--- src/source/arm_isa_pkg.sv ---
package arm_isa_pkg;

  // Raw instruction word as fetched
  typedef logic [31:0] instr_word_t;

  // Register number, r0 to r15
  typedef logic [3:0] reg_index_t;

  // Data processing opcode field, bits 24:21
  typedef logic [3:0] dp_opcode_t;

  // Condition field, bits 31:28
  typedef enum logic [3:0] {
    EQ = 4'h0,
    NE = 4'h1,
    CS = 4'h2,
    CC = 4'h3,
    MI = 4'h4,
    PL = 4'h5,
    VS = 4'h6,
    VC = 4'h7,
    HI = 4'h8,
    LS = 4'h9,
    GE = 4'ha,
    LT = 4'hb,
    GT = 4'hc,
    LE = 4'hd,
    AL = 4'he,
    NV = 4'hf
  } condition_t;

  // Barrel shifter operation, bits 6:5
  typedef enum logic [1:0] {
    LSL = 2'b00,
    LSR = 2'b01,
    ASR = 2'b10,
    ROR = 2'b11
  } shift_type_t;

  // Instruction class, listed in match priority order
  typedef enum logic [4:0] {
    BX,
    BLOCK_XFER,
    BRANCH,
    BRANCH_LINK,
    SWI,
    SINGLE_XFER,
    SWAP,
    MUL,
    MUL_LONG,
    HALF_XFER_REG,
    HALF_XFER_IMM,
    MSR,
    MRS,
    DATAPROC_IMM,
    DATAPROC_REG_IMM,
    DATAPROC_REG_REG,
    UNDEFINED
  } instr_class_t;

endpackage

--- src/source/decode_pkg.sv ---
package decode_pkg;

  // Field widths of the decoded output
  localparam int FLAGS_W        = 4;
  localparam int IMM8_W         = 8;
  localparam int ROTATE_W       = 4;
  localparam int SHIFT_AMOUNT_W = 5;

  // Bit positions inside the flags vector, N on top
  localparam int FLAG_N = 3;
  localparam int FLAG_Z = 2;
  localparam int FLAG_C = 1;
  localparam int FLAG_V = 0;

  // NZCV condition flags that travel with each instruction
  typedef logic [FLAGS_W-1:0] flags_t;

  // Immediate operand of the data processing immediate form
  typedef logic [IMM8_W-1:0] imm8_t;

  // Rotate field, applied as twice this value
  typedef logic [ROTATE_W-1:0] rotate_t;

  // Shift amount of the register with immediate shift form
  typedef logic [SHIFT_AMOUNT_W-1:0] shift_amount_t;

endpackage

--- src/source/decode_collect.sv ---
`timescale 1ns/100ps

module decode_collect #(
  parameter int LANES = 4
) (
  input  logic                      clk,
  input  logic                      reset,
  input  logic [LANES-1:0]          dec_valid,
  input  arm_isa_pkg::instr_class_t dec_class        [LANES],
  input  arm_isa_pkg::condition_t   dec_cond         [LANES],
  input  decode_pkg::flags_t        dec_flags        [LANES],
  input  arm_isa_pkg::reg_index_t   dec_rn           [LANES],
  input  arm_isa_pkg::reg_index_t   dec_rd           [LANES],
  input  arm_isa_pkg::reg_index_t   dec_rs           [LANES],
  input  arm_isa_pkg::reg_index_t   dec_rm           [LANES],
  input  arm_isa_pkg::dp_opcode_t   dec_opcode       [LANES],
  input  logic                      dec_set_flags    [LANES],
  input  decode_pkg::imm8_t         dec_imm8         [LANES],
  input  decode_pkg::rotate_t       dec_rotate       [LANES],
  input  decode_pkg::shift_amount_t dec_shift_amount [LANES],
  input  arm_isa_pkg::shift_type_t  dec_shift_type   [LANES],
  output logic                      out_valid,
  output arm_isa_pkg::instr_class_t out_class,
  output logic                      out_cond_pass,
  output arm_isa_pkg::reg_index_t   out_rn,
  output arm_isa_pkg::reg_index_t   out_rd,
  output arm_isa_pkg::reg_index_t   out_rs,
  output arm_isa_pkg::reg_index_t   out_rm,
  output arm_isa_pkg::dp_opcode_t   out_opcode,
  output logic                      out_set_flags,
  output decode_pkg::imm8_t         out_imm8,
  output decode_pkg::rotate_t       out_rotate,
  output decode_pkg::shift_amount_t out_shift_amount,
  output arm_isa_pkg::shift_type_t  out_shift_type
);

  // ARM condition rule against NZCV
  function automatic logic cond_pass(input arm_isa_pkg::condition_t cond,
                                     input decode_pkg::flags_t flags);
    logic n;
    logic z;
    logic c;
    logic v;
    n = flags[decode_pkg::FLAG_N];
    z = flags[decode_pkg::FLAG_Z];
    c = flags[decode_pkg::FLAG_C];
    v = flags[decode_pkg::FLAG_V];
    case (cond)
      arm_isa_pkg::EQ: cond_pass = z;
      arm_isa_pkg::NE: cond_pass = !z;
      arm_isa_pkg::CS: cond_pass = c;
      arm_isa_pkg::CC: cond_pass = !c;
      arm_isa_pkg::MI: cond_pass = n;
      arm_isa_pkg::PL: cond_pass = !n;
      arm_isa_pkg::VS: cond_pass = v;
      arm_isa_pkg::VC: cond_pass = !v;
      arm_isa_pkg::HI: cond_pass = c && !z;
      arm_isa_pkg::LS: cond_pass = !c || z;
      arm_isa_pkg::GE: cond_pass = (n == v);
      arm_isa_pkg::LT: cond_pass = (n != v);
      arm_isa_pkg::GT: cond_pass = !z && (n == v);
      arm_isa_pkg::LE: cond_pass = z || (n != v);
      arm_isa_pkg::AL: cond_pass = 1'b1;
      arm_isa_pkg::NV: cond_pass = 1'b0;
    endcase
    return cond_pass;
  endfunction

  arm_isa_pkg::condition_t sel_cond;
  decode_pkg::flags_t      sel_flags;
  logic                    any_valid;
  int unsigned             sel_lane;

  // dec_valid is one-hot, so the last match is the only one
  always_comb begin
    sel_lane = 0;
    for (int i = 0; i < LANES; i++) begin
      if (dec_valid[i]) begin
        sel_lane = i;
      end
    end
  end

  assign any_valid = |dec_valid;
  assign sel_cond  = dec_cond[sel_lane];
  assign sel_flags = dec_flags[sel_lane];

  always_ff @(posedge clk) begin
    if (reset) begin
      out_valid <= 1'b0;
    end else begin
      out_valid <= any_valid;
    end
  end

  always_ff @(posedge clk) begin
    if (any_valid) begin
      out_class        <= dec_class[sel_lane];
      out_cond_pass    <= cond_pass(sel_cond, sel_flags);
      out_rn           <= dec_rn[sel_lane];
      out_rd           <= dec_rd[sel_lane];
      out_rs           <= dec_rs[sel_lane];
      out_rm           <= dec_rm[sel_lane];
      out_opcode       <= dec_opcode[sel_lane];
      out_set_flags    <= dec_set_flags[sel_lane];
      out_imm8         <= dec_imm8[sel_lane];
      out_rotate       <= dec_rotate[sel_lane];
      out_shift_amount <= dec_shift_amount[sel_lane];
      out_shift_type   <= dec_shift_type[sel_lane];
    end
  end

endmodule

--- src/source/decode_unit_top.sv ---
`timescale 1ns/100ps

module decode_unit_top #(
  parameter int LANES = 4
) (
  input  logic                      clk,
  input  logic                      reset,
  input  logic                      in_valid,
  input  arm_isa_pkg::instr_word_t  in_instr,
  input  decode_pkg::flags_t        in_flags,
  output logic                      out_valid,
  output arm_isa_pkg::instr_class_t out_class,
  output logic                      out_cond_pass,
  output arm_isa_pkg::reg_index_t   out_rn,
  output arm_isa_pkg::reg_index_t   out_rd,
  output arm_isa_pkg::reg_index_t   out_rs,
  output arm_isa_pkg::reg_index_t   out_rm,
  output arm_isa_pkg::dp_opcode_t   out_opcode,
  output logic                      out_set_flags,
  output decode_pkg::imm8_t         out_imm8,
  output decode_pkg::rotate_t       out_rotate,
  output decode_pkg::shift_amount_t out_shift_amount,
  output arm_isa_pkg::shift_type_t  out_shift_type
);

  // Dispatcher to lanes
  logic [LANES-1:0]         lane_valid;
  arm_isa_pkg::instr_word_t lane_instr [LANES];
  decode_pkg::flags_t       lane_flags [LANES];

  // Lanes to collector
  logic [LANES-1:0]          dec_valid;
  arm_isa_pkg::instr_class_t dec_class        [LANES];
  arm_isa_pkg::condition_t   dec_cond         [LANES];
  decode_pkg::flags_t        dec_flags        [LANES];
  arm_isa_pkg::reg_index_t   dec_rn           [LANES];
  arm_isa_pkg::reg_index_t   dec_rd           [LANES];
  arm_isa_pkg::reg_index_t   dec_rs           [LANES];
  arm_isa_pkg::reg_index_t   dec_rm           [LANES];
  arm_isa_pkg::dp_opcode_t   dec_opcode       [LANES];
  logic                      dec_set_flags    [LANES];
  decode_pkg::imm8_t         dec_imm8         [LANES];
  decode_pkg::rotate_t       dec_rotate       [LANES];
  decode_pkg::shift_amount_t dec_shift_amount [LANES];
  arm_isa_pkg::shift_type_t  dec_shift_type   [LANES];

  instr_dispatch #(
    .LANES(LANES)
  ) instr_dispatch_i (
    .clk       (clk),
    .reset     (reset),
    .in_valid  (in_valid),
    .in_instr  (in_instr),
    .in_flags  (in_flags),
    .lane_valid(lane_valid),
    .lane_instr(lane_instr),
    .lane_flags(lane_flags)
  );

  for (genvar g = 0; g < LANES; g++) begin : g_lane
    instr_decode_lane instr_decode_lane_i (
      .clk             (clk),
      .reset           (reset),
      .in_valid        (lane_valid[g]),
      .in_instr        (lane_instr[g]),
      .in_flags        (lane_flags[g]),
      .dec_valid       (dec_valid[g]),
      .dec_class       (dec_class[g]),
      .dec_cond        (dec_cond[g]),
      .dec_flags       (dec_flags[g]),
      .dec_rn          (dec_rn[g]),
      .dec_rd          (dec_rd[g]),
      .dec_rs          (dec_rs[g]),
      .dec_rm          (dec_rm[g]),
      .dec_opcode      (dec_opcode[g]),
      .dec_set_flags   (dec_set_flags[g]),
      .dec_imm8        (dec_imm8[g]),
      .dec_rotate      (dec_rotate[g]),
      .dec_shift_amount(dec_shift_amount[g]),
      .dec_shift_type  (dec_shift_type[g])
    );
  end

  decode_collect #(
    .LANES(LANES)
  ) decode_collect_i (
    .clk             (clk),
    .reset           (reset),
    .dec_valid       (dec_valid),
    .dec_class       (dec_class),
    .dec_cond        (dec_cond),
    .dec_flags       (dec_flags),
    .dec_rn          (dec_rn),
    .dec_rd          (dec_rd),
    .dec_rs          (dec_rs),
    .dec_rm          (dec_rm),
    .dec_opcode      (dec_opcode),
    .dec_set_flags   (dec_set_flags),
    .dec_imm8        (dec_imm8),
    .dec_rotate      (dec_rotate),
    .dec_shift_amount(dec_shift_amount),
    .dec_shift_type  (dec_shift_type),
    .out_valid       (out_valid),
    .out_class       (out_class),
    .out_cond_pass   (out_cond_pass),
    .out_rn          (out_rn),
    .out_rd          (out_rd),
    .out_rs          (out_rs),
    .out_rm          (out_rm),
    .out_opcode      (out_opcode),
    .out_set_flags   (out_set_flags),
    .out_imm8        (out_imm8),
    .out_rotate      (out_rotate),
    .out_shift_amount(out_shift_amount),
    .out_shift_type  (out_shift_type)
  );

endmodule

--- src/source/instr_decode_lane.sv ---
`timescale 1ns/100ps

module instr_decode_lane (
  input  logic                      clk,
  input  logic                      reset,
  input  logic                      in_valid,
  input  arm_isa_pkg::instr_word_t  in_instr,
  input  decode_pkg::flags_t        in_flags,
  output logic                      dec_valid,
  output arm_isa_pkg::instr_class_t dec_class,
  output arm_isa_pkg::condition_t   dec_cond,
  output decode_pkg::flags_t        dec_flags,
  output arm_isa_pkg::reg_index_t   dec_rn,
  output arm_isa_pkg::reg_index_t   dec_rd,
  output arm_isa_pkg::reg_index_t   dec_rs,
  output arm_isa_pkg::reg_index_t   dec_rm,
  output arm_isa_pkg::dp_opcode_t   dec_opcode,
  output logic                      dec_set_flags,
  output decode_pkg::imm8_t         dec_imm8,
  output decode_pkg::rotate_t       dec_rotate,
  output decode_pkg::shift_amount_t dec_shift_amount,
  output arm_isa_pkg::shift_type_t  dec_shift_type
);

  arm_isa_pkg::instr_class_t nxt_class;
  arm_isa_pkg::dp_opcode_t   nxt_opcode;
  logic                      nxt_set_flags;
  decode_pkg::imm8_t         nxt_imm8;
  decode_pkg::rotate_t       nxt_rotate;
  decode_pkg::shift_amount_t nxt_shift_amount;
  arm_isa_pkg::shift_type_t  nxt_shift_type;

  // Class match, first pattern wins
  always_comb begin
    nxt_class        = arm_isa_pkg::UNDEFINED;
    nxt_opcode       = '0;
    nxt_set_flags    = 1'b0;
    nxt_imm8         = '0;
    nxt_rotate       = '0;
    nxt_shift_amount = '0;
    nxt_shift_type   = arm_isa_pkg::LSL;

    priority casez (in_instr)
      32'b????_0001_0010_1111_1111_1111_0001_????: nxt_class = arm_isa_pkg::BX;
      32'b????_100?_????_????_????_????_????_????: nxt_class = arm_isa_pkg::BLOCK_XFER;
      32'b????_1010_????_????_????_????_????_????: nxt_class = arm_isa_pkg::BRANCH;
      32'b????_1011_????_????_????_????_????_????: nxt_class = arm_isa_pkg::BRANCH_LINK;
      32'b????_1111_????_????_????_????_????_????: nxt_class = arm_isa_pkg::SWI;
      // Immediate offset, or register offset with bit 4 clear
      32'b????_010?_????_????_????_????_????_????: nxt_class = arm_isa_pkg::SINGLE_XFER;
      32'b????_011?_????_????_????_????_???0_????: nxt_class = arm_isa_pkg::SINGLE_XFER;
      32'b????_0001_0?00_????_????_0000_1001_????: nxt_class = arm_isa_pkg::SWAP;
      32'b????_0000_00??_????_????_????_1001_????: nxt_class = arm_isa_pkg::MUL;
      32'b????_0000_1???_????_????_????_1001_????: nxt_class = arm_isa_pkg::MUL_LONG;
      32'b????_000?_?0??_????_????_0000_1??1_????: nxt_class = arm_isa_pkg::HALF_XFER_REG;
      32'b????_000?_?1??_????_????_????_1??1_????: nxt_class = arm_isa_pkg::HALF_XFER_IMM;
      // Destination field is all ones for a PSR write
      32'b????_00?1_0?10_????_1111_????_????_????: nxt_class = arm_isa_pkg::MSR;
      32'b????_0001_0?00_1111_????_????_????_????: nxt_class = arm_isa_pkg::MRS;
      32'b????_00??_????_????_????_????_????_????: begin
        nxt_opcode    = in_instr[24:21];
        nxt_set_flags = in_instr[20];
        if (in_instr[25]) begin
          // Rotated 8-bit immediate
          nxt_class  = arm_isa_pkg::DATAPROC_IMM;
          nxt_imm8   = in_instr[7:0];
          nxt_rotate = in_instr[11:8];
        end else if (!in_instr[4]) begin
          // Register shifted by a constant
          nxt_class        = arm_isa_pkg::DATAPROC_REG_IMM;
          nxt_shift_amount = in_instr[11:7];
          nxt_shift_type   = arm_isa_pkg::shift_type_t'(in_instr[6:5]);
        end else begin
          // Shift amount comes from Rs
          nxt_class      = arm_isa_pkg::DATAPROC_REG_REG;
          nxt_shift_type = arm_isa_pkg::shift_type_t'(in_instr[6:5]);
        end
      end
      default: nxt_class = arm_isa_pkg::UNDEFINED;
    endcase
  end

  always_ff @(posedge clk) begin
    if (reset) begin
      dec_valid <= 1'b0;
    end else begin
      dec_valid <= in_valid;
    end
  end

  // Register fields sit at fixed positions for every class
  always_ff @(posedge clk) begin
    if (in_valid) begin
      dec_class        <= nxt_class;
      dec_cond         <= arm_isa_pkg::condition_t'(in_instr[31:28]);
      dec_flags        <= in_flags;
      dec_rn           <= in_instr[19:16];
      dec_rd           <= in_instr[15:12];
      dec_rs           <= in_instr[11:8];
      dec_rm           <= in_instr[3:0];
      dec_opcode       <= nxt_opcode;
      dec_set_flags    <= nxt_set_flags;
      dec_imm8         <= nxt_imm8;
      dec_rotate       <= nxt_rotate;
      dec_shift_amount <= nxt_shift_amount;
      dec_shift_type   <= nxt_shift_type;
    end
  end

endmodule

--- src/source/instr_dispatch.sv ---
`timescale 1ns/100ps

module instr_dispatch #(
  parameter int LANES = 4
) (
  input  logic                     clk,
  input  logic                     reset,
  input  logic                     in_valid,
  input  arm_isa_pkg::instr_word_t in_instr,
  input  decode_pkg::flags_t       in_flags,
  output logic [LANES-1:0]         lane_valid,
  output arm_isa_pkg::instr_word_t lane_instr [LANES],
  output decode_pkg::flags_t       lane_flags [LANES]
);

  // Pointer needs at least one bit even with a single lane
  localparam int PTR_W = (LANES > 1) ? $clog2(LANES) : 1;

  logic [PTR_W-1:0] rr_ptr;

  // Round-robin pointer, one step per accepted instruction
  always_ff @(posedge clk) begin
    if (reset) begin
      rr_ptr <= '0;
    end else if (in_valid) begin
      if (rr_ptr == PTR_W'(LANES - 1)) begin
        rr_ptr <= '0;
      end else begin
        rr_ptr <= rr_ptr + 1'b1;
      end
    end
  end

  // One-hot strobe toward the selected lane
  always_ff @(posedge clk) begin
    if (reset) begin
      lane_valid <= '0;
    end else begin
      for (int i = 0; i < LANES; i++) begin
        lane_valid[i] <= in_valid && (rr_ptr == PTR_W'(i));
      end
    end
  end

  // Only the selected slot takes the new word and flags
  always_ff @(posedge clk) begin
    for (int i = 0; i < LANES; i++) begin
      if (in_valid && (rr_ptr == PTR_W'(i))) begin
        lane_instr[i] <= in_instr;
        lane_flags[i] <= in_flags;
      end
    end
  end

endmodule

--- config.mk ---
export PLATFORM = sky130hd
export DESIGN_NAME = decode_unit_top
export DESIGN_NICKNAME = d
export VERILOG_FILES = /design/src/source/arm_isa_pkg.sv /design/src/source/decode_pkg.sv /design/src/source/decode_collect.sv /design/src/source/decode_unit_top.sv /design/src/source/instr_decode_lane.sv /design/src/source/instr_dispatch.sv
export SDC_FILE = /design/constraint.sdc
export NUM_CORES = 1
export LEC_CHECK = 0
export BUFFER_PORTS_ARGS = -buffer_cell sky130_fd_sc_hd__buf_2
export CORE_ASPECT_RATIO = 1.2
export CORE_MARGIN = 3
export CORE_UTILIZATION = 30
export DETAILED_ROUTE_END_ITERATION = 16
export GPL_TIMING_DRIVEN = 0
export PLACE_DENSITY = 0.52
export SYNTH_ARGS = -nofsm -noshare
export SYNTH_HDL_FRONTEND = slang
export SYNTH_SLANG_ARGS = --single-unit
--- constraint.sdc ---
create_clock -name clk -period 5.85 [get_ports clk]
set_input_delay 0.8775 -clock clk [delete_from_list [all_inputs] [get_ports clk]]
set_output_delay 0.8775 -clock clk [all_outputs]
set_load 0.01 [all_outputs]
==> results.json <==
{
  "status": "finished clean",
  "drive_above_1_share": 0.159,
  "period_needed_ns": 2.97,
  "fin_tns_setup_ns": 0,
  "clockBufferDepth": 3,
  "crit_path_start_kind": "flip-flop",
  "fin_worst_skew_ns": 0.0186,
  "rsz0062_at_grt": "false",
  "postCtsHoldBufs": 0,
  "drv_cap": 0,
  "critical_path_class": "reg2reg",
  "gp_congestion": 0.837,
  "yosysTopAreaCell": "edfxtp_1",
  "wl_per_cell_um": 23.4,
  "yosys_warnings": 0,
  "p_leak_nw": 6.18,
  "grt_use_total": 0.155,
  "firstDrtPassIters": 5,
  "drtIter0Drc": 813,
  "die_width_um": 216,
  "min_from": "instr_dispatch_i.lane_instr[29]$_DFFE_PP_",
  "ir_drop_mv": 0.177,
  "clk_latency_ns": 0.55,
  "clk_pin_slew_ns": 0.06,
  "syn_inst": 996,
  "setup_viol": 0,
  "grt_pass1_wl_um": 63200,
  "std_cell_rows": 91,
  "worstReg2RegStart": "g_lane[3].instr_decode_lane_i.dec_valid$_SDFF_PP0_",
  "grt_max_degree": 55,
  "met2_usage": 0.266,
  "remaining_drc_errors": 0,
  "max_slew_margin": 0.274,
  "syn_area_per_cell_um2": 15.9,
  "drtAntennaViolNets": 0,
  "synth_top_cell_area_share": 0.763,
  "wirelength_um": 43400,
  "netlist_area_mm2": 0.0158,
  "antenna_found_initial": 5,
  "dieArea_mm2": 0.0556,
  "root_buffer": "clkbuf_16",
  "cts_sinks": 413,
  "synth_common_cells": "402 x edfxtp_1, 91 x o22ai_1, 83 x and2_1",
  "num_vias": 9260,
  "synth-edff-count": 402,
  "ios": 86,
  "ys_seq_area_frac": 0.776,
  "core_mm2": 0.0518,
  "die_h_um": 258,
  "grt_pass1_vias": 9476,
  "ys_async_sr_fraction": 0,
  "drv_slew": 0,
  "routed_via_density": 4.98,
  "netlist_top_cells_area": "edfxtp_1 76%, o22ai_1 3.6%, and2_1 3.3%",
  "portBuffers": 85,
  "busiest_layer": "met2",
  "post-cts-setup-buffers": 0,
  "synth.most_common_cell": "edfxtp_1",
  "crit_path_end_kind": "flip-flop",
  "met3_usage": 0.0327,
  "h-tree-depth": 2,
  "tightest_slew_ns": 1.09,
  "synth_fp_nets": 1039,
  "worstPathMaxFanout": 10,
  "finalNetCount": 1172,
  "syn_to_final_growth_pct": 17.6,
  "p_per_area_mw_per_mm2": 344,
  "fmax_mhz": 337,
  "fin_crit_sh": 0.508,
  "synth_cell_type_count": 66,
  "initial_core_util": 0.306,
  "ys_seq_elements": 413,
  "synth_flop_cell": "edfxtp_1",
  "worst_slack_ns": 2.88,
  "min_path_type": "reg2reg",
  "dp_slack_ns": 2.73,
  "critPathRequiredTime_ns": 6.19,
  "ff2ff_setup_slack_ns": 2.88,
  "cp-startpoint": "g_lane[3].instr_decode_lane_i.dec_valid$_SDFF_PP0_",
  "timing.critical_path.arrival_ns": 3.31,
  "overflow": 0,
  "cts_resized": 0,
  "grt_util_met1": 0.191,
  "dp_hpwl_um": 29400,
  "cts_buffers": 42,
  "cts_tree": "done",
  "hold_violations": 0
}
## critical path, stage by stage, from the launching register on
cell and delay [ns]:
dfxtp_1 0.38, clkbuf_1 0.43, or3_1 0.18, clkbuf_1 0.46, buf_1 0.72, o22ai_1 0.26
a21oi_1 0.33
## cell families (layout without fill, tap and decap cells)
group | Yosys count | in the layout | synth area share
flops | 413 | 413 | 0.776
other cells | 0 | 2 | 0
fa+ha+maj | 4 | 4 | 0.00316
compound gates | 216 | 216 | 0.0854
buf+inv | 65 | 229 | 0.0168
xor+xnor | 3 | 3 | 0.00166
simple gates | 283 | 283 | 0.109
mux | 12 | 12 | 0.00775
## state kept, by name, indices dropped and copies added, names as in the netlist, 8 cells and up
signal / count
decode_collect_i.out_imm8: 8
g_lane.instr_decode_lane_i.dec_class: 20
g_lane.instr_decode_lane_i.dec_cond: 16
g_lane.instr_decode_lane_i.dec_flags: 16
g_lane.instr_decode_lane_i.dec_imm8: 32
g_lane.instr_decode_lane_i.dec_opcode: 16
g_lane.instr_decode_lane_i.dec_rd: 16
g_lane.instr_decode_lane_i.dec_rm: 16
g_lane.instr_decode_lane_i.dec_rn: 16
g_lane.instr_decode_lane_i.dec_rotate: 16
g_lane.instr_decode_lane_i.dec_rs: 16
g_lane.instr_decode_lane_i.dec_shift_amount: 20
g_lane.instr_decode_lane_i.dec_shift_type: 8
instr_dispatch_i.lane_flags: 16
instr_dispatch_i.lane_instr: 128
## layout make-up
type / instances / area (µm²)
antenna: 2 / 5.00
buffer: 42 / 180
clock buffer: 49 / 1100
clock inverter: 26 / 289
fill: 4958 / 33200
inverter: 23 / 86.3
multi-input combinational: 518 / 3280
sequential: 413 / 12300
tap: 697 / 872
timing repair buffer: 89 / 505
## metrics by stage
stage / hold slack [ns] / utilization / area, µm² / total power, mW / instances
after floorplan: 0.400 / - / 15800 / 3.59 / 996
after global placement: 0.401 / 0.331 / 17100 / 3.74 / 1778
after detailed placement: 0.405 / 0.333 / 17200 / 3.74 / 1782
after CTS: 0.413 / 0.359 / 18600 / 6.47 / 1857
after global routing: 0.415 / 0.359 / 18600 / 6.61 / 1857
final: 0.411 / 0.359 / 18600 / 6.40 / 1859
## power breakdown
part | total (mW) | internal (mW) | switching [mW] | leakage (nW)
sequential | 3.42 | 3.35 | 0.0667 | 3.79
combinational | 0.252 | 0.0833 | 0.169 | 1.71
clock | 2.73 | 1.61 | 1.12 | 0.681
## final timing paths
| path | to | cells past startpoint |
|---|---|---|
| setup / recovery | decode_collect_i.out_class[3]$_DFFE_PP_ | 6 |
| hold / removal | g_lane[3].instr_decode_lane_i.dec_cond[1]$_DFFE_PP_ | 0 |
| setup reg to reg | decode_collect_i.out_class[3]$_DFFE_PP_ | 6 |
| hold reg to reg | g_lane[3].instr_decode_lane_i.dec_cond[1]$_DFFE_PP_ | 0 |
## layer usage
metal	up-vias	routed length, µm
li1	4212	-
met3	90	2690
met5	-	41
met2	347	21600
met1	4605	17400
met4	6	1720
## cells in the final DEF, fill, tap and decap left out, types with 7 or more instances in the layout
cell / instances
clkbuf_1: 36
nand2_1: 28
nand2b_1: 8
inv_1: 21
mux2i_1: 10
nor2_1: 31
nor3_1: 10
a21oi_1: 57
nand3_1: 12
edfxtp_1: 402
nor4_1: 8
o22ai_1: 91
o211ai_1: 8
nand4_1: 14
nor2b_1: 16
buf_2: 90
and2_1: 79
clkinv_1: 11
and3_1: 25
o21ai_0: 19
dfxtp_1: 7
clkbuf_16: 43
Power figures use the tool's default switching activity.
